## src/conv_consts.svh

```systemverilog
// Geometry constants for the 5x5 window generator
`ifndef CONV_CONSTS_SVH
`define CONV_CONSTS_SVH

// Input image is square
`define CONV_IMG_W      32

// Window edge length
`define CONV_KERNEL     5

// Lines in the buffer ring, one more than the kernel for prefetch
`define CONV_LINES      6

// Valid window positions per row and per column
`define CONV_OUT_W      28

`define CONV_PIX_BITS   8       // Bits per pixel

// Rows that must be resident before the first window
`define CONV_INIT_ROWS  5

`endif
```

## src/conv_ctrl_pkg.sv

```systemverilog
// Sequencer state encoding
`include "conv_consts.svh"

package conv_ctrl_pkg;

    // Row scan FSM
    typedef enum logic [2:0] {
        SEQ_IDLE      = 3'd0,   // Waiting for start
        SEQ_LOAD_INIT = 3'd1,   // First rows streaming in
        SEQ_CONV_ROW  = 3'd2,   // Emitting windows of one output row
        SEQ_ROLL      = 3'd3,   // Waiting on prefetch, then step base
        SEQ_FINISH    = 3'd4    // One cycle to raise done
    } seq_state_e;

endpackage

```

## src/conv_geom_pkg.sv

```systemverilog
// Pixel, window, column, line-index and row types
`include "conv_consts.svh"

package conv_geom_pkg;

    // Signed sample as seen by the convolution datapath
    typedef logic signed [`CONV_PIX_BITS-1:0] pixel_t;

    // Indexed [row][col], row 0 is the oldest line of the window
    typedef pixel_t [`CONV_KERNEL-1:0][`CONV_KERNEL-1:0] window_t;

    typedef logic [$clog2(`CONV_IMG_W)-1:0] col_t;        // 0..31

    // Selects one of the ring lines
    typedef logic [$clog2(`CONV_LINES)-1:0] line_idx_t;

    // One extra bit so that "all rows taken" is 32
    typedef logic [$clog2(`CONV_IMG_W):0] row_t;

endpackage

```

## src/conv_ifs.sv

```systemverilog
// Line-buffer write and window read interfaces
`include "conv_consts.svh"


interface lb_read_if import conv_geom_pkg::*; ();

    logic      fetch;           // Capture a window at this edge
    line_idx_t rd_base;         // Line holding the top window row
    col_t      rd_col;          // Left window column
    window_t   window;

    modport scan (
        output fetch,
        output rd_base,
        output rd_col,
        input  window
    );

    modport store (
        input  fetch,
        input  rd_base,
        input  rd_col,
        output window
    );

endinterface

```

## src/row_sequencer.sv

```systemverilog
// Row scan FSM with window column, output row and read base
`include "conv_consts.svh"

module row_sequencer import conv_geom_pkg::*, conv_ctrl_pkg::*; (
    input  logic        clk,
    input  logic        reset_n,
    input  logic        i_start,
    input  logic        i_conv_ready,
    input  logic        i_init_loaded,
    input  logic        i_prefetch_busy,
    output logic        o_load_init,
    output logic        o_prefetch_arm,
    output logic        o_conv_row_start,
    output logic        o_conv_row_end,
    output logic        o_done,
    lb_read_if.scan     rd
);

    seq_state_e state;
    seq_state_e state_d;
    col_t       win_col;                    // Left column of next window
    col_t       out_row;                    // Output row 0..27
    line_idx_t  rd_base;
    logic       last_col;
    logic       last_row;

    assign last_col = (win_col == col_t'(`CONV_OUT_W - 1));
    assign last_row = (out_row == col_t'(`CONV_OUT_W - 1));

    // One window per ready edge while scanning
    assign rd.fetch   = (state == SEQ_CONV_ROW) && i_conv_ready;
    assign rd.rd_col  = win_col;
    assign rd.rd_base = rd_base;

    assign o_load_init = (state == SEQ_LOAD_INIT);

    always_comb begin
        state_d = state;
        case (state)
            SEQ_IDLE: begin
                if (i_start) state_d = SEQ_LOAD_INIT;
            end
            SEQ_LOAD_INIT: begin
                if (i_init_loaded) state_d = SEQ_CONV_ROW;
            end
            SEQ_CONV_ROW: begin
                if (rd.fetch && last_col) begin
                    state_d = last_row ? SEQ_FINISH : SEQ_ROLL;
                end
            end
            SEQ_ROLL: begin
                // Next row needs the prefetched line in place
                if (!i_prefetch_busy) state_d = SEQ_CONV_ROW;
            end
            SEQ_FINISH: begin
                state_d = SEQ_IDLE;
            end
            default: begin
                state_d = SEQ_IDLE;
            end
        endcase
    end

    always_ff @(posedge clk) begin
        if (!reset_n) begin
            state            <= SEQ_IDLE;
            win_col          <= '0;
            out_row          <= '0;
            rd_base          <= '0;
            o_prefetch_arm   <= 1'b0;
            o_conv_row_start <= 1'b0;
            o_conv_row_end   <= 1'b0;
            o_done           <= 1'b0;
        end else begin
            state <= state_d;

            // Pulses default low
            o_prefetch_arm   <= 1'b0;
            o_conv_row_start <= 1'b0;
            o_conv_row_end   <= 1'b0;
            o_done           <= 1'b0;

            case (state)
                SEQ_IDLE: begin
                    if (i_start) begin
                        win_col <= '0;
                        out_row <= '0;
                        rd_base <= '0;
                    end
                end
                SEQ_LOAD_INIT: begin
                    if (i_init_loaded) begin
                        o_conv_row_start <= 1'b1;       // Output row 0
                        o_prefetch_arm   <= 1'b1;       // Fetch image row 5
                    end
                end
                SEQ_CONV_ROW: begin
                    if (rd.fetch) begin
                        if (last_col) begin
                            win_col        <= '0;
                            o_conv_row_end <= 1'b1;     // Lines up with 28th valid
                        end else begin
                            win_col <= win_col + 1'b1;
                        end
                    end
                end
                SEQ_ROLL: begin
                    if (!i_prefetch_busy) begin
                        out_row          <= out_row + 1'b1;
                        o_conv_row_start <= 1'b1;
                        o_prefetch_arm   <= 1'b1;
                        // Drop oldest line from the window
                        if (rd_base == line_idx_t'(`CONV_LINES - 1)) begin
                            rd_base <= '0;
                        end else begin
                            rd_base <= rd_base + 1'b1;
                        end
                    end
                end
                SEQ_FINISH: begin
                    o_done <= 1'b1;
                end
                default: begin
                end
            endcase
        end
    end

    a_fetch_in_row: assert property (
        @(posedge clk) disable iff (!reset_n)
        rd.fetch |-> (state == SEQ_CONV_ROW)
    );

    // Window must fit inside the image
    a_col_range: assert property (
        @(posedge clk) disable iff (!reset_n)
        rd.rd_col <= col_t'(`CONV_OUT_W - 1)
    );

endmodule

```

## src/flat_wrapper.sv

```systemverilog
// flat-port wrapper written by rule: the top's interface ports become plain ports
module row_sequencer_flat import conv_geom_pkg::*, conv_ctrl_pkg::*;
  (clk, reset_n, i_start, i_conv_ready, i_init_loaded, i_prefetch_busy, o_load_init, o_prefetch_arm, o_conv_row_start, o_conv_row_end, o_done, rd_fetch, rd_rd_base, rd_rd_col, rd_window);
  lb_read_if rd_i ();
  input  logic clk;
  input  logic reset_n;
  input  logic i_start;
  input  logic i_conv_ready;
  input  logic i_init_loaded;
  input  logic i_prefetch_busy;
  output logic o_load_init;
  output logic o_prefetch_arm;
  output logic o_conv_row_start;
  output logic o_conv_row_end;
  output logic o_done;
  output wire logic [$bits(rd_i.fetch)-1:0] rd_fetch;
  output wire logic [$bits(rd_i.rd_base)-1:0] rd_rd_base;
  output wire logic [$bits(rd_i.rd_col)-1:0] rd_rd_col;
  input wire logic [$bits(rd_i.window)-1:0] rd_window;
  assign rd_fetch = rd_i.fetch;
  assign rd_rd_base = rd_i.rd_base;
  assign rd_rd_col = rd_i.rd_col;
  assign rd_i.window = rd_window;
  row_sequencer u_core (.clk(clk), .reset_n(reset_n), .i_start(i_start), .i_conv_ready(i_conv_ready), .i_init_loaded(i_init_loaded), .i_prefetch_busy(i_prefetch_busy), .o_load_init(o_load_init), .o_prefetch_arm(o_prefetch_arm), .o_conv_row_start(o_conv_row_start), .o_conv_row_end(o_conv_row_end), .o_done(o_done), .rd(rd_i));
endmodule
```

## config.mk

```make
export PLATFORM = sky130hd
export DESIGN_NAME = row_sequencer_flat
export DESIGN_NICKNAME = d
export VERILOG_FILES = /design/src/conv_ctrl_pkg.sv /design/src/conv_geom_pkg.sv /design/src/conv_ifs.sv /design/src/row_sequencer.sv /design/src/flat_wrapper.sv
export VERILOG_INCLUDE_DIRS = /design/src
export SDC_FILE = /design/constraint.sdc
export NUM_CORES = 1
export LEC_CHECK = 0
export ABC_AREA = 1
export BUFFER_PORTS_ARGS = -buffer_cell sky130_fd_sc_hd__buf_2
export CAP_MARGIN = 15
export CORE_AREA = 2 2 86 88
export DETAILED_ROUTE_END_ITERATION = 8
export DIE_AREA = 0 0 88 90
export SLEW_MARGIN = 20
export SYNTH_ARGS = -nofsm -noshare
export SYNTH_HDL_FRONTEND = slang
export SYNTH_SLANG_ARGS = --single-unit
```

## constraint.sdc

```tcl
create_clock -name clk -period 1.8 [get_ports clk]
set_input_delay 0.54 -clock clk [delete_from_list [all_inputs] [get_ports clk]]
set_output_delay 0.54 -clock clk [all_outputs]
set_load 0.01 [all_outputs]
```

==> results by group <==
Status
  – Status: finished clean

Global routing
  – Initial antenna violation count: 0
  – Global-route usage over all layers: 0.0649
  – First-pass GRT wire length: 4240 um
  – Overflow after GRT: 0
  – Vias in the first global route: 976
  – Largest net degree at the start of global routing: 13

Logic synthesis
  – Yosys warns: 0
  – Mean Syn Cell Area: 6.83 um^2
  – Post-synthesis net count: 373
  – Number of enable flip-flop cells after synthesis: 0
  – Top_reg_cell synth: dfxtp_1
  – Top post-synthesis cells by count: nand2_1 (40), inv_1 (22), nor2_1 (22)
  – Post-synthesis xor/xnor area fraction: 0.00777
  – Synth Area in Adders: 0.0222
  – Mapped Cells: 165
  – Largest family of logic cells by synthesized area: simple AND/OR/NAND/NOR gates
  – Compound-Gate Fraction of Synth Area: 0.121
  – Flops & latches, synth: 19
  – Synth area leader: dfxtp_1
  – Synth top area share: 0.337
  – Synth top area cells: dfxtp_1 (34%), nand2_1 (13%), inv_1 (7.3%)
  – Post-synth ARST share: 0
  – Post-Synth Simple-Gate Area: 0.400
  – Post-synthesis sequential area ratio: 0.337
  – Top-count cell post-synth: nand2_1
  – Mux share of post-synthesis cell area: 0
  – Post-Syn Area: 1130 um^2
  – Distinct cell type count after synthesis: 28

Cells and area
  – Multi-input gate area: 621 um^2
  – Layout cells sized above 1: 0.245
  – P&R area growth vs syn: 21.2%
  – Net count, final: 393
  – Post-layout util: 0.195
  – Antenna Cells: 0
  – FILL cells: 817
  – FF/Latch Area: 382 um^2

Power
  – Pleak: 0.628 nW
  – Power per cell area: 1160 nW/um^2
  – Peak VDD IR: 0.000255 V

Critical path
  – CP required: 1.26 ns
  – Setup crit start kind: register
  – Worst EP arrival: 1.15 ns
  – Crit path from: u_core.state[0]
  – R2R Path Start: u_core.rd.rd_col[0]
  – Worst Path Class, Setup: reg2out
  – Max FO, Critical Path: 6
  – Endpoint class of the critical path: output port

Placement
  – Routability congestion estimate: 0.814
  – Post-DP HPWL: 1850 um
  – Port Buffer Count: 19
  – Setup WS pre-CTS: 0.275 ns

Die
  – Starting Density: 0.161
  – CORE AREA: 7020 um^2
  – # IOs: 220
  – Num rows: 31
  – Die area: 7920 um^2
  – Die X-Extent: 88 um
  – Chip Height: 90 um

Clock tree
  – CTS HTree Levels: 1
  – Worst-Skew Late Latency: 0.26 ns
  – CTS sink cnt: 19
  – Worst-path clk slew: 0.08 ns
  – CTS Buf Count: 3
  – CTS Root Cell: clkbuf_8
  – Clk buf depth: 2
  – CTS tree: yes

Drt
  – WL/cell: 8.58 um
  – DR pass1 iterations: 4
  – Avg Vias per Cell: 3.73
  – Detailed Route WL: 2430 um
  – Violation count after the first detailed-route iteration: 62
  – Detail Route Antenna Nets: 0
  – Vias: 1,055
  – Drt drc: 0

STA
  – Actual slew at the worst max-slew pin: 0.489 ns
  – Worst Hold Slack: 0.501 ns
  – Final Hold Vio Count: 0
  – Setup-failing EPs final: 0
  – Slew HR: 0.674
  – Setup Skew: 0.00351 ns
  – Final period utilization: 0.940
  – Fmax achieved: 0.591 GHz
  – Setup WS post-layout: 0.108 ns
  – RSZ-0062 raised after global routing: no
  – Crit path time final: 1.69 ns
  – Final slew viol count: 0
  – Post-route setup TNS: 0 ns

Worst hold path
  – Hold Startpoint: u_core.out_row[1]
  – Worst min path class: reg2reg

Job
  – Maxcap violations: 0
-- layout by cell type, fill, tap and decap left out --
| cell | instances |
|---|---|
| nand2_2 | 4 |
| xor2_1 | 1 |
| dfxtp_2 | 1 |
| dfxtp_1 | 18 |
| inv_1 | 22 |
| o21bai_1 | 2 |
| o21ai_0 | 2 |
| clkinv_4 | 1 |
| nand4_2 | 1 |
| nand3_4 | 1 |
| o21bai_2 | 1 |
| a21oi_1 | 13 |
| inv_2 | 2 |
| clkinv_2 | 1 |
| nor3_1 | 1 |
| nor2_1 | 22 |
| nor4_1 | 1 |
| clkbuf_8 | 3 |
| buf_2 | 19 |
| nand3_2 | 1 |
| nand2_1 | 40 |
| nor2_2 | 2 |
| nand2_4 | 3 |
| ha_1 | 2 |
| nand3_1 | 8 |
| nor2_4 | 1 |
| a21oi_2 | 4 |
| nand4_1 | 7 |
-- power breakdown --
group	internal (W)	total, W	leakage, nW	switching, W
combinational	0.000251	0.000717	0.449	0.000466
sequential	0.000478	0.000560	0.154	0.0000823
clock	0.000154	0.000308	0.0255	0.000154
total	0.000883	0.00159	0.628	0.000702
-- layout make-up --
class / count / area share
timing repair buffer: 19 / 0.0696
inverter: 25 / 0.0723
sequential: 19 / 0.279
tap: 99 / 0.0907
multi-input combinational: 117 / 0.454
clock buffer: 3 / 0.0302
clock inverter: 1 / 0.00366
-- final timing paths --
path                  endpoint  slack (ns)  depth (start not counted)
max reg2reg    u_core.state[1]        0.36                          8
min          u_core.out_row[1]        0.50                          2
max                   rd_fetch        0.11                          4
min reg2reg  u_core.out_row[1]        0.50                          2
-- worst max-delay path, cell delays in order (launching register included) --
cell     delay [ns]
dfxtp_1        0.45
inv_1          0.13
nand4_2        0.14
inv_1          0.04
buf_2          0.13
-- state kept, by name, summed over array words and instances (netlist names) --
register and cells:
u_core.o_conv_row_end 1, u_core.rd.rd_base 3, u_core.o_done 1, u_core.rd.rd_col 5, u_core.out_row 5, u_core.o_prefetch_arm 1
u_core.state 3
-- per-stage QoR --
step | instances | cell area (um^2) | total power, W
4_1_cts | 283 | 1370 | 0.00160
3_5_place_dp | 279 | 1320 | 0.00129
3_3_place_gp | 279 | 1320 | 0.00128
5_1_grt | 283 | 1370 | 0.00174
6_report | 283 | 1370 | 0.00159
2_1_floorplan | 165 | 1130 | 0.00115
-- routing by layer --
layer | vias to the layer above | routed length (um) | global-route usage
met1 | 470 | 1180 | 0.0841
met5 | - | 0 | 0
met4 | 0 | 31 | 0.0192
met2 | 15 | 1120 | 0.105
met3 | 6 | 96 | 0.0165
li1 | 564 | - | -
-- timing repair --
item / 4_1_cts / 5_1_grt
endpoints found under the hold margin: 0 / 0
setup endpoints to repair: 0 / 1
hold buffers: 0 / 0
gates resized for setup: 0 / 1
buffers inserted: 0 / 0
-- kinds of logic (layout without fill, tap and decap cells) --
| group | Yosys count | count (layout) |
|---|---|---|
| fa+ha+maj | 2 | 2 |
| flops | 19 | 19 |
| buf+inv | 29 | 48 |
| compound gates | 22 | 22 |
| simple gates | 92 | 92 |
| xor+xnor | 1 | 1 |
No activity file was read; power rests on OpenSTA's default activity.
