===== src/conv_consts.svh =====
// Geometry constants for the 5x5 window generator
`ifndef CONV_CONSTS_SVH
`define CONV_CONSTS_SVH

// Input image is square
`define CONV_IMG_W      32

// Window edge length
`define CONV_KERNEL     5

// Lines in the buffer ring, one more than the kernel for prefetch
`define CONV_LINES      6

// Valid window positions per row and per column
`define CONV_OUT_W      28

`define CONV_PIX_BITS   8       // Bits per pixel

// Rows that must be resident before the first window
`define CONV_INIT_ROWS  5

`endif

===== src/conv_geom_pkg.sv =====
// Pixel, window, column, line-index and row types
`include "conv_consts.svh"

package conv_geom_pkg;

    // Signed sample as seen by the convolution datapath
    typedef logic signed [`CONV_PIX_BITS-1:0] pixel_t;

    // Indexed [row][col], row 0 is the oldest line of the window
    typedef pixel_t [`CONV_KERNEL-1:0][`CONV_KERNEL-1:0] window_t;

    typedef logic [$clog2(`CONV_IMG_W)-1:0] col_t;        // 0..31

    // Selects one of the ring lines
    typedef logic [$clog2(`CONV_LINES)-1:0] line_idx_t;

    // One extra bit so that "all rows taken" is 32
    typedef logic [$clog2(`CONV_IMG_W):0] row_t;

endpackage


===== src/conv_ifs.sv =====
// Line-buffer write and window read interfaces
`include "conv_consts.svh"

interface lb_write_if import conv_geom_pkg::*; ();

    logic      wr_en;
    line_idx_t wr_line;         // Ring line being filled
    col_t      wr_col;
    pixel_t    wr_data;

    // Loader side
    modport loader (
        output wr_en,
        output wr_line,
        output wr_col,
        output wr_data
    );

    // Memory side
    modport store (
        input  wr_en,
        input  wr_line,
        input  wr_col,
        input  wr_data
    );

endinterface



===== src/pixel_loader.sv =====
// Pixel loader that fills the line-buffer ring during initial load and prefetch
`include "conv_consts.svh"

module pixel_loader import conv_geom_pkg::*; (
    input  logic          clk,
    input  logic          reset_n,
    input  logic          i_pixel_valid,
    input  pixel_t        i_pixel,
    input  logic          i_start,
    input  logic          i_load_init,
    input  logic          i_prefetch_arm,
    output logic          o_init_loaded,
    output logic          o_prefetch_busy,
    lb_write_if.loader    wr
);

    col_t      wr_col;          // Next column to write
    row_t      next_row;        // Next image row expected
    line_idx_t wr_line;
    logic      pf_busy;         // Armed row not yet complete
    logic      rows_left;
    logic      pf_active;
    logic      accept;
    logic      row_last;

    assign rows_left = (next_row < row_t'(`CONV_IMG_W));

    // An arm in this cycle already opens the window for pixels
    assign pf_active = pf_busy || (i_prefetch_arm && rows_left);
    assign accept    = i_pixel_valid && (i_load_init || pf_active);
    assign row_last  = (wr_col == col_t'(`CONV_IMG_W - 1));

    // Last pixel of the last initial row
    assign o_init_loaded = i_load_init && i_pixel_valid && row_last &&
                           (next_row == row_t'(`CONV_INIT_ROWS - 1));
    assign o_prefetch_busy = pf_busy;

    assign wr.wr_en   = accept;
    assign wr.wr_line = wr_line;
    assign wr.wr_col  = wr_col;
    assign wr.wr_data = i_pixel;

    always_ff @(posedge clk) begin
        if (!reset_n || i_start) begin
            wr_col   <= '0;
            next_row <= '0;
            wr_line  <= '0;
            pf_busy  <= 1'b0;
        end else begin
            if (accept) begin
                if (row_last) begin
                    wr_col   <= '0;
                    next_row <= next_row + 1'b1;
                    // Wrap around the ring
                    if (wr_line == line_idx_t'(`CONV_LINES - 1)) begin
                        wr_line <= '0;
                    end else begin
                        wr_line <= wr_line + 1'b1;
                    end
                end else begin
                    wr_col <= wr_col + 1'b1;
                end
            end

            if (accept && row_last && !i_load_init) begin
                pf_busy <= 1'b0;                    // Prefetched row complete
            end else if (i_prefetch_arm && rows_left) begin
                pf_busy <= 1'b1;
            end
        end
    end

    // Ring index must stay inside the six physical lines
    a_wr_line_range: assert property (
        @(posedge clk) disable iff (!reset_n)
        wr.wr_en |-> (wr.wr_line < line_idx_t'(`CONV_LINES))
    );

endmodule


===== src/flat_wrapper.sv =====
// flat-port wrapper written by rule: the top's interface ports become plain ports
module pixel_loader_flat import conv_geom_pkg::*;
  (clk, reset_n, i_pixel_valid, i_pixel, i_start, i_load_init, i_prefetch_arm, o_init_loaded, o_prefetch_busy, wr_wr_en, wr_wr_line, wr_wr_col, wr_wr_data);
  lb_write_if wr_i ();
  input  logic clk;
  input  logic reset_n;
  input  logic i_pixel_valid;
  input  pixel_t i_pixel;
  input  logic i_start;
  input  logic i_load_init;
  input  logic i_prefetch_arm;
  output logic o_init_loaded;
  output logic o_prefetch_busy;
  output wire logic [$bits(wr_i.wr_en)-1:0] wr_wr_en;
  output wire logic [$bits(wr_i.wr_line)-1:0] wr_wr_line;
  output wire logic [$bits(wr_i.wr_col)-1:0] wr_wr_col;
  output wire logic [$bits(wr_i.wr_data)-1:0] wr_wr_data;
  assign wr_wr_en = wr_i.wr_en;
  assign wr_wr_line = wr_i.wr_line;
  assign wr_wr_col = wr_i.wr_col;
  assign wr_wr_data = wr_i.wr_data;
  pixel_loader u_core (.clk(clk), .reset_n(reset_n), .i_pixel_valid(i_pixel_valid), .i_pixel(i_pixel), .i_start(i_start), .i_load_init(i_load_init), .i_prefetch_arm(i_prefetch_arm), .o_init_loaded(o_init_loaded), .o_prefetch_busy(o_prefetch_busy), .wr(wr_i));
endmodule

===== config.mk =====
export PLATFORM = sky130hd
export DESIGN_NAME = pixel_loader_flat
export DESIGN_NICKNAME = d
export VERILOG_FILES = /design/src/conv_geom_pkg.sv /design/src/conv_ifs.sv /design/src/pixel_loader.sv /design/src/flat_wrapper.sv
export VERILOG_INCLUDE_DIRS = /design/src
export SDC_FILE = /design/constraint.sdc
export NUM_CORES = 1
export LEC_CHECK = 0
export BUFFER_PORTS_ARGS = -buffer_cell sky130_fd_sc_hd__buf_2
export CAP_MARGIN = 20
export CORE_ASPECT_RATIO = 0.7
export CORE_UTILIZATION = 44
export DETAILED_ROUTE_END_ITERATION = 16
export PLACE_DENSITY_LB_ADDON = 0.08
export SYNTH_ARGS = -nofsm -noshare
export SYNTH_HDL_FRONTEND = slang
export SYNTH_SLANG_ARGS = --single-unit
export TNS_END_PERCENT = 50

===== constraint.sdc =====
create_clock -name clk -period 2.25 [get_ports clk]
set_input_delay 0 -clock clk [delete_from_list [all_inputs] [get_ports clk]]
set_output_delay 0 -clock clk [all_outputs]
set_load 0.01 [all_outputs]

==> impl_results.md, run 1 <==
- Req. time, crit path: 2.42 ns
- Final wirelength: 1481 µm
- Detailed Route Iter0 Violations: 10
- Vias in the first global route: 549
- Post-synth top area share: 36.14%
- Worst path cell trace: ha_1 > and3_1 > ha_1 > nand2_1 > a211oi_2 > mux2i_1 > nor2_1
- Htree depth: 1
- Worst r2r path cells: 7
- Crit-path max FO: 6
- Min-Delay Startpoint: i_pixel[2]
- Share of cells above drive strength 1: 22.64%
- Avg Cell Area, Syn: 8.654 µm²
- Power density over the cells: 521.7 nW/µm²
- Largest net degree at the start of global routing: 17
- CTS tree: built
- Worst slew pin tran: 0.6109 ns
- Delay-heaviest family, CP: adder cells
- IO buf count: 16
- Synth warnings: 0
- ANT nets after route: 0
- Congestion Overflow GR: 0
- Critical path depth: 7
- Starting density of the core: 49.40%
- Vias per cell: 5.016
- Number of antenna violations at the first check in global routing: 0
- CP most frequent cell: ha_1
- RD Place Congestion: 0.7811
- PostCTS Resize Cnt: 0
- Synth area leaders: dfxtp_1, buf_4, nor2_1
- Hold Crit Depth: 0
- # setup viols final: 0
- Buf+Inv Stages, Crit Path: 0
- Leading area contributor after synthesis: dfxtp_1
- Most common cell after layout, fill and taps aside: buf_2
- Num CTS Buffers: 3
- Cell Area, Synth: 830.8 µm²
- Sequential cell area fraction in the yosys report: 36.14%
- Drt pass-1 iters: 4
- Clock Latency Late Sink: 0.30 ns
- Reg2Reg Setup Slack: 0.27 ns
- CTS Hold Bufs: 0
- Nature of the critical path endpoint: flop
- Dpl ws: 0.2813 ns
- Post-Syn Nets: 114
- Slowest cell on crit path: dfxtp_1
- Setup total negative slack: 0 ns
- Die outline height: 38.36 µm
- Dpl hpwl: 1065 µm
- Crit start category: flop
- Rel. slew slack: 59.28%
- R2R Path End: u_core.wr.wr_line[2]$_SDFFE_PP0P_
- WP data arrival: 2.15 ns
- Total clock sinks: 15
- Worst hold path type: input port to output pin
- Total track usage: 17.02%
- Max Clock Skew: 0.006395 ns
- Critical setup path kind: flop to flop
- Most frequent cells in the layout: buf_2, dfxtp_1, nor2_1, nand2_1, inv_1
- CP max stage delay: 0.42 ns
- DRC viols: 0
- Min-Delay Endpoint: wr_wr_data[2]
- Wire length per cell: 11.66 µm
- Post-layout nets: 125
- Row count: 12
- Setup ws final: 0.2725 ns
- Io pins: 33
- Worst r2r src: u_core.wr.wr_col[0]$_SDFFE_PP0N_
- Setup bufs post-CTS: 0
- Fin crit share: 87.89%
- Synth Instances: 96
- Syn-to-layout area delta: 7.982%
- RSZ-0062 raised after global routing: no
- Ant. Diodes: 0
- Largest buffer count on any clock path: 2
- Die Area: 2069 µm²
- Via count: 637
- Synth Register Bits: 15
- Status: finished clean
- Die X: 53.94 µm
- Core box area: 1682 µm²
- CTS clk-pin slew, worst paths: 0.10 ns
- Final min period: 1.977 ns
- Cell variety after synth: 28
- Root Buffer: clkbuf_4
- LEAKAGE: 0.0003494 µW
- Peak supply drop: 0.0003540 V
- Max Cap Viol: 0
- First-pass GRT wire length: 2366 µm
- Fmax: 0.5057 GHz
- Final slew viol count: 0
- Final hold vios: 0
## worst reg2reg max path, delay by kind of cell, from the launching register on
kind,cells,cell delay (ns)
multiplexers,1,0.23
AND/OR/NAND/NOR,3,0.42
flip-flops,1,0.42
AO/OA/AOI/OAI,1,0.35
adder cells (fa/ha/maj),2,0.43
## cell type report
class                      instances  area, µm²
fill                             175      784.5
multi-input combinational         64      436.7
sequential                        15      300.3
timing repair buffer              16      80.08
inverter                           7      26.28
tap                               21      26.28
clock buffer                       3      22.52
clock inverter                     1      5.005
## state kept, by name, indices dropped and copies added (netlist names)
signal                  count
u_core.o_prefetch_busy      1
u_core.next_row             6
u_core.wr.wr_line           3
u_core.wr.wr_col            5
## kinds of logic (layout without fill, tap and decap cells)
logic type / after synthesis / count (layout) / synth area share, %
simple gates: 36 / 36 / 21.99
flops: 15 / 15 / 36.14
buf+inv: 17 / 27 / 11.30
xor+xnor: 5 / 5 / 5.271
fa+ha+maj: 4 / 4 / 6.024
compound gates: 16 / 16 / 15.66
mux: 3 / 3 / 3.615
## Yosys cell counts
cell type / n
a211oi_2: 1
and3_1: 1
nand4bb_1: 1
inv_1: 7
o31ai_4: 1
buf_1: 1
or4_1: 1
a31oi_1: 1
a211o_1: 1
nand2_1: 8
a21oi_4: 1
xnor2_1: 5
nor2_1: 14
a211oi_1: 4
or4b_1: 1
ha_1: 4
a21oi_1: 5
or3_1: 1
nor2b_1: 1
clkbuf_1: 1
dfxtp_1: 15
nand3_1: 4
nor2b_4: 1
nor4_1: 1
mux2i_1: 3
o21ai_0: 2
nand2b_1: 2
buf_4: 8
## through the flow
step                      power, µW  std cells  util [%]  cell area, µm²  hold WS [ns]
final                         468.0        127     53.35           897.1   0.000003771
after global routing          489.5        127     53.35           897.1    0.00001615
after CTS                     474.0        127     53.35           897.1    0.00007494
after detailed placement      309.3        123     51.71           869.6    0.00007494
after global placement        309.4        123     51.71           869.6    0.00007494
after floorplan               311.2         96         -           830.8       0.09177
## per-layer routing
metal / share of wire [%] / track usage (%)
met1: 51 / 20.33
met2: 41 / 25.31
met3: 6.3 / 9.127
met4: 1.3 / 6.579
met5: 0 / 0
## worst max-delay path by stage
stage | from | endpoint | slack (ns)
2_1_floorplan | u_core.wr.wr_col[0]$_SDFFE_PP0N_ | u_core.wr.wr_line[1]$_SDFFE_PP0P_ | 0.44
3_3_place_gp | u_core.wr.wr_col[0]$_SDFFE_PP0N_ | u_core.wr.wr_line[2]$_SDFFE_PP0P_ | 0.33
3_5_place_dp | u_core.wr.wr_col[0]$_SDFFE_PP0N_ | u_core.wr.wr_line[2]$_SDFFE_PP0P_ | 0.28
4_1_cts | u_core.wr.wr_col[0]$_SDFFE_PP0N_ | u_core.wr.wr_line[2]$_SDFFE_PP0P_ | 0.25
5_1_grt | u_core.wr.wr_col[0]$_SDFFE_PP0N_ | u_core.wr.wr_line[2]$_SDFFE_PP0P_ | 0.05
6_report | u_core.wr.wr_col[0]$_SDFFE_PP0N_ | u_core.wr.wr_line[2]$_SDFFE_PP0P_ | 0.27
## where the power goes
part           internal (µW)  leakage (µW)  switching (µW)
sequential               267      0.000121            2.55
combinational           11.7      0.000211            21.3
clock                   66.2     0.0000177            98.9
total                    345      0.000349             123
(Power assumes the default switching activity.)
==> inputs of run 2 (changes only) <==
--- a/config.mk
+++ b/config.mk
@@ -7,8 +7,6 @@
 export NUM_CORES = 1
 export LEC_CHECK = 0
 export BUFFER_PORTS_ARGS = -buffer_cell sky130_fd_sc_hd__buf_2
-export CAP_MARGIN = 20
-export CORE_ASPECT_RATIO = 0.7
 export CORE_UTILIZATION = 44
 export DETAILED_ROUTE_END_ITERATION = 16
 export PLACE_DENSITY_LB_ADDON = 0.08
==> impl_results.md, run 2 (synthesis gave the netlist of run 1 again) <==
- Final hold vios: 0 (unchanged)
- Buf+Inv Stages, Crit Path: 0 (unchanged)
- CTS tree: built
- Clock share of power: 33.2% (-2.1 points)
- Worst r2r src: u_core.wr.wr_col[0]$_SDFFE_PP0N_
- Worst slew pin tran: 0.6132 ns (+0.002334 ns)
- Rel. slew slack: 59.12% (-0.16 points)
- Htree depth: 1 (unchanged)
- Drt pass-1 iters: 4 (unchanged)
- Switch share: 23.26% (-3.0 points)
- IO buf count: 16 (unchanged)
- Clock Latency Late Sink: 0.27 ns (-0.03 ns)
- Fin crit share: 85.94% (-2.0 points)
- Min-Delay Startpoint: i_pixel[1]
- Fmax: 0.5172 GHz (+2.3%)
- DRC viols: 0 (unchanged)
- Final wirelength: 1391 µm (-6.1%)
- RSZ-0062 raised after global routing: no
- Dpl hpwl: 1053 µm (-1.1%)
- Largest buffer count on any clock path: 2 (unchanged)
- Setup bufs post-CTS: 0 (unchanged)
- Die outline height: 45.46 µm (+19%)
- CTS Hold Bufs: 0 (unchanged)
- Hold Crit Depth: 0 (unchanged)
- PostCTS Resize Cnt: 0 (unchanged)
- Syn-to-layout area delta: 8.434%
- Slowest cell on crit path: dfxtp_1
- Detailed Route Iter0 Violations: 13 (+3)
- Core box area: 1745 µm² (+3.8%)
- Reg power frac: 59.6% (+2.0 points)
- Max Cap Viol: 0 (unchanged)
- Peak supply drop: 0.0003226 V (-8.9%)
- CP most frequent cell: ha_1
- Delay-heaviest family, CP: adder cells
- Share of cells above drive strength 1: 21.70% (-0.94 points)
- R2R Path End: u_core.wr.wr_line[1]$_SDFFE_PP0P_
- Most frequent cells in the layout: buf_2, dfxtp_1, nor2_1, nand2_1, inv_1
- Worst r2r path cells: 7 (unchanged)
- Switching pwr: 105.3 µW (-14%)
- Nature of the critical path endpoint: flop
- Via count: 638 (+0.16%)
- Worst hold path type: input port to output pin
- Min-Delay Endpoint: wr_wr_data[1]
- Total clock sinks: 15 (unchanged)
- Reg2Reg Setup Slack: 0.32 ns (+0.04 ns)
- Io pins: 33 (unchanged)
- Congestion Overflow GR: 0 (unchanged)
- Number of antenna violations at the first check in global routing: 0 (unchanged)
- WP data arrival: 2.08 ns (-0.07 ns)
- Combinational Power Share: 7.2% (about the same)
- Final slew viol count: 0 (unchanged)
- Total track usage: 15.23% (-1.8 points)
- Vias per cell: 4.870 (-2.9%)
- Ant. Diodes: 0 (unchanged)
- Status: finished clean
- CTS clk-pin slew, worst paths: 0.09 ns (about the same)
- Max Clock Skew: 0.001124 ns (-0.005271 ns)
- Setup ws final: 0.3164 ns (+0.04390 ns)
- Die Area: 2066 µm² (-0.12%)
- Power density over the cells: 502.6 nW/µm² (-3.7%)
- Most common cell after layout, fill and taps aside: buf_2
- Die X: 45.46 µm (-16%)
- ANT nets after route: 0 (unchanged)
- Biggest registers after layout: u_core.next_row: 6 flops, u_core.wr.wr_col: 5 flops, u_core.wr.wr_line: 3 flops
- Top reg by flops: u_core.next_row
- LEAKAGE: 0.0003467 µW (-0.78%)
- First-pass GRT wire length: 2290 µm (-3.2%)
- Post-layout nets: 125 (unchanged)
- Largest register FFs: 6 (unchanged)
- Largest net degree at the start of global routing: 17 (unchanged)
- Critical setup path kind: flop to flop
- Row count: 15 (+3)
- RD Place Congestion: 0.7508 (-3.9%)
- Num CTS Buffers: 3 (unchanged)
- Internal Power: 347.5 µW (+0.66%)
- Req. time, crit path: 2.40 ns (-0.02 ns)
- Dpl ws: 0.2932 ns (+0.01191 ns)
- # setup viols final: 0 (unchanged)
- Starting density of the core: 47.60% (-1.8 points)
- Root Buffer: clkbuf_4
- Setup total negative slack: 0 ns (unchanged)
- Final min period: 1.934 ns (-0.04390 ns)
- CP max stage delay: 0.42 ns (about the same)
- Crit-path max FO: 6 (unchanged)
- Crit start category: flop
- Vias in the first global route: 544 (-0.91%)
- Setup crit start: u_core.wr.wr_col[0]$_SDFFE_PP0N_
- Wire length per cell: 10.62 µm (-8.9%)
- Worst path cell trace: ha_1 > and3_1 > ha_1 > nand2_1 > a211oi_2 > mux2i_1 > nor2_1
-- run 2: cell types whose count changed in the layout (fill, tap and decap cells not counted) --
cell,before,now
clkbuf_1,0,1
clkinv_2,1,0
-- run 2: metrics by stage --
stage	cell area, µm²	power, µW	util [%]	hold WS, ns	std cells
3_5_place_dp	874.6	308.5	50.11	0.00007494	127
6_report	900.9	452.8	51.61	0.000003302	131
3_3_place_gp	874.6	308.8	50.11	0.00007494	127
5_1_grt	900.9	480.0	51.61	0.00001590	131
4_1_cts	900.9	462.4	51.61	0.00007494	131
2_1_floorplan	830.8	311.2	-	0.09177	96
-- run 2: worst max-delay path by stage --
stage	end	cells after the start
floorplan	u_core.wr.wr_line[1]$_SDFFE_PP0P_	7
global placement	u_core.wr.wr_line[1]$_SDFFE_PP0P_	7
detailed placement	u_core.wr.wr_line[1]$_SDFFE_PP0P_	7
CTS	u_core.wr.wr_line[1]$_SDFFE_PP0P_	7
global route	u_core.wr.wr_line[1]$_SDFFE_PP0P_	7
finish	u_core.wr.wr_line[1]$_SDFFE_PP0P_	7
-- run 2: power by group through the flow --
stage	Sequential [µW]	Combinational, µW	Clock (µW)
after CTS	270	32.7	160
after floorplan	277	34.6	0
after detailed placement	276	32.4	0
final	270	32.7	150
after global routing	270	36.8	173
after global placement	276	33.1	0
-- run 2: area by class of cell --
type	count	area [µm²]
inverters	7	26.28
clock buffers	4	26.28
repair buffers	16	80.08
flip-flops and latches	15	300.3
fillers	179	844.6
multi-input cells	64	436.7
well taps	25	31.28
-- run 2: layer usage --
layer | vias to the layer above | GRT usage [%] | part of all wire, %
met2 | 22 | 20.57 | 40
met1 | 273 | 22.91 | 52
met3 | 4 | 3.571 | 6.0
met4 | 0 | 6.061 | 0.93
li1 | 339 | - | -
met5 | - | 0 | 0
-- run 2: worst reg2reg max path, delay by kind of cell, from the launching register on --
kind,cells,cell delay (ns)
flops,1,0.42
compound gates,1,0.32
mux,1,0.22
simple gates,3,0.41
fa+ha+maj,2,0.43
==> inputs of run 3 (changes only) <==
--- a/config.mk
+++ b/config.mk
@@ -7,7 +7,7 @@
 export NUM_CORES = 1
 export LEC_CHECK = 0
 export BUFFER_PORTS_ARGS = -buffer_cell sky130_fd_sc_hd__buf_2
-export CORE_UTILIZATION = 44
+export CORE_UTILIZATION = 30
 export DETAILED_ROUTE_END_ITERATION = 16
 export PLACE_DENSITY_LB_ADDON = 0.08
 export SYNTH_ARGS = -nofsm -noshare
==> impl_results.md, run 3 (synthesis gave the netlist of run 1 again) <==
- Io pins: 33 (unchanged)
- Top reg by flops: u_core.next_row
- Fmax: 0.5083 GHz (-1.7%)
- Fillers: 283 (+58%)
- CTS Hold Bufs: 0 (unchanged)
- Final wirelength: 1564 µm (+12%)
- Congestion Overflow GR: 0 (unchanged)
- CTS clk-pin slew, worst paths: 0.10 ns (about the same)
- Most frequent cells in the layout: buf_2, dfxtp_1, nor2_1, nand2_1, inv_1
- Post-layout nets: 125 (unchanged)
- CTS tree: built
- Row count: 18 (+3)
- Max Clock Skew: 0.001942 ns (+0.0008180 ns)
- First-pass GRT wire length: 2546 µm (+11%)
- Critical setup path kind: flop to flop
- Crit-path max FO: 6 (unchanged)
- Multi-input gate area: 436.7 µm² (unchanged)
- LEAKAGE: 0.0003494 µW (+0.79%)
- CP max stage delay: 0.42 ns (about the same)
- PostCTS Resize Cnt: 0 (unchanged)
- CP most frequent cell: ha_1
- Most common cell after layout, fill and taps aside: buf_2
- Wire length per cell: 11.50 µm (+8.3%)
- Peak supply drop: 0.0001878 V (-42%)
- Worst hold path type: input port to output pin
- Largest net degree at the start of global routing: 17 (unchanged)
- Max Cap Viol: 0 (unchanged)
- Vias per cell: 4.669 (-4.1%)
- Share of cells above drive strength 1: 22.64% (+0.94 points)
- Starting density of the core: 32.65% (-15 points)
- Setup total negative slack: 0 ns (unchanged)
- Clock Latency Late Sink: 0.29 ns (+0.02 ns)
- Die X: 54.63 µm (+20%)
- RSZ-0062 raised after global routing: no
- Syn-to-layout area delta: 9.337%
- Slowest cell on crit path: dfxtp_1
- WP data arrival: 2.13 ns (+0.05 ns)
- Largest register FFs: 6 (unchanged)
- Power density over the cells: 513.7 nW/µm² (+2.2%)
- Setup bufs post-CTS: 0 (unchanged)
- Req. time, crit path: 2.42 ns (+0.02 ns)
- Die Area: 2984 µm² (+44%)
- Dpl hpwl: 1121 µm (+6.5%)
- Die outline height: 54.63 µm (+20%)
- Core box area: 2545 µm² (+46%)
- Worst slew pin tran: 0.6431 ns (+0.02996 ns)
- Layout Utilization: 35.69% (-16 points)
- Final slew viol count: 0 (unchanged)
- RD Place Congestion: 0.6737 (-10%)
- Rel. slew slack: 57.12% (-2.0 points)
- Reg area: 300.3 µm² (unchanged)
- Drt pass-1 iters: 3 (-1)
- Number of antenna violations at the first check in global routing: 0 (unchanged)
- DRC viols: 0 (unchanged)
- Crit start category: flop
- Final min period: 1.967 ns (+0.03379 ns)
- Ant. Diodes: 0 (unchanged)
- Biggest registers after layout: u_core.next_row: 6 flops, u_core.wr.wr_col: 5 flops, u_core.wr.wr_line: 3 flops
- Status: finished clean
- Total clock sinks: 15 (unchanged)
- Num CTS Buffers: 3 (unchanged)
- ANT nets after route: 0 (unchanged)
- Buf+Inv Stages, Crit Path: 0 (unchanged)
- IO buf count: 16 (unchanged)
- Root Buffer: clkbuf_4
- Worst path cell trace: ha_1 > and3_1 > ha_1 > nand2_1 > a211oi_2 > mux2i_1 > nor2_1
- Detailed Route Iter0 Violations: 10 (-3)
- Largest buffer count on any clock path: 2 (unchanged)
- Via count: 635 (-0.47%)
- Fin crit share: 87.44% (+1.5 points)
- Nature of the critical path endpoint: flop
- Vias in the first global route: 572 (+5.1%)
- # setup viols final: 0 (unchanged)
- Delay-heaviest family, CP: adder cells
- Final hold vios: 0 (unchanged)
- Htree depth: 1 (unchanged)
- Total track usage: 12.55% (-2.7 points)
==> run 3: cell count changes in the layout (fill, tap and decap cells not counted) <==
cell      delta
clkbuf_1     -1
clkinv_2     +1
==> run 3: area by class of cell <==
cell class                 count  area share (%)
timing repair buffer          16           8.815
inverter                       7           2.893
sequential                    15           33.06
clock buffer                   3           2.479
clock inverter                 1          0.5510
tap                           30           4.132
multi-input combinational     64           48.07
==> run 3: worst paths after layout <==
path | from | endpoint | slack [ns] | cells past startpoint
max | u_core.wr.wr_col[0]$_SDFFE_PP0N_ | u_core.wr.wr_line[2]$_SDFFE_PP0P_ | 0.28 | 7
min | i_pixel[2] | wr_wr_data[2] | 0.000003 | 0
max reg2reg | u_core.wr.wr_col[0]$_SDFFE_PP0N_ | u_core.wr.wr_line[2]$_SDFFE_PP0P_ | 0.28 | 7
min reg2reg | u_core.wr.wr_col[4]$_SDFFE_PP0N_ | u_core.wr.wr_col[4]$_SDFFE_PP0N_ | 0.49 | 2
==> run 3: per-stage QoR <==
| step | setup slack (ns) | hold slack, ns | power (µW) | instance area, µm² | instances |
|---|---|---|---|---|---|
| CTS | 0.2593 | 0.00006862 | 472.5 | 908.4 | 136 |
| global placement | 0.3432 | 0.00006862 | 309.9 | 880.8 | 132 |
| detailed placement | 0.2809 | 0.00006862 | 309.6 | 880.8 | 132 |
| finish | 0.2826 | 0.000003241 | 466.6 | 908.4 | 136 |
| floorplan | 0.4382 | 0.09177 | 311.2 | 830.8 | 96 |
| global route | 0.1118 | 0.00002019 | 490.2 | 908.4 | 136 |
==> run 3: routing by layer <==
layer  share of wire (%)  track usage (%)  vias up
met5                   0                0        -
met3                 5.6            2.778       10
met1                  53            16.03      274
met4                 2.8            10.68        0
met2                  39            17.47       12
li1                    -                -      339
==> run 3: power by group <==
| group | internal [µW] | switching (µW) | total [µW] | leakage (µW) |
|---|---|---|---|---|
| clock | 66.1 | 97.3 | 163 | 0.0000177 |
| sequential | 267 | 2.76 | 270 | 0.000121 |
| combinational | 11.7 | 21.5 | 33.2 | 0.000211 |
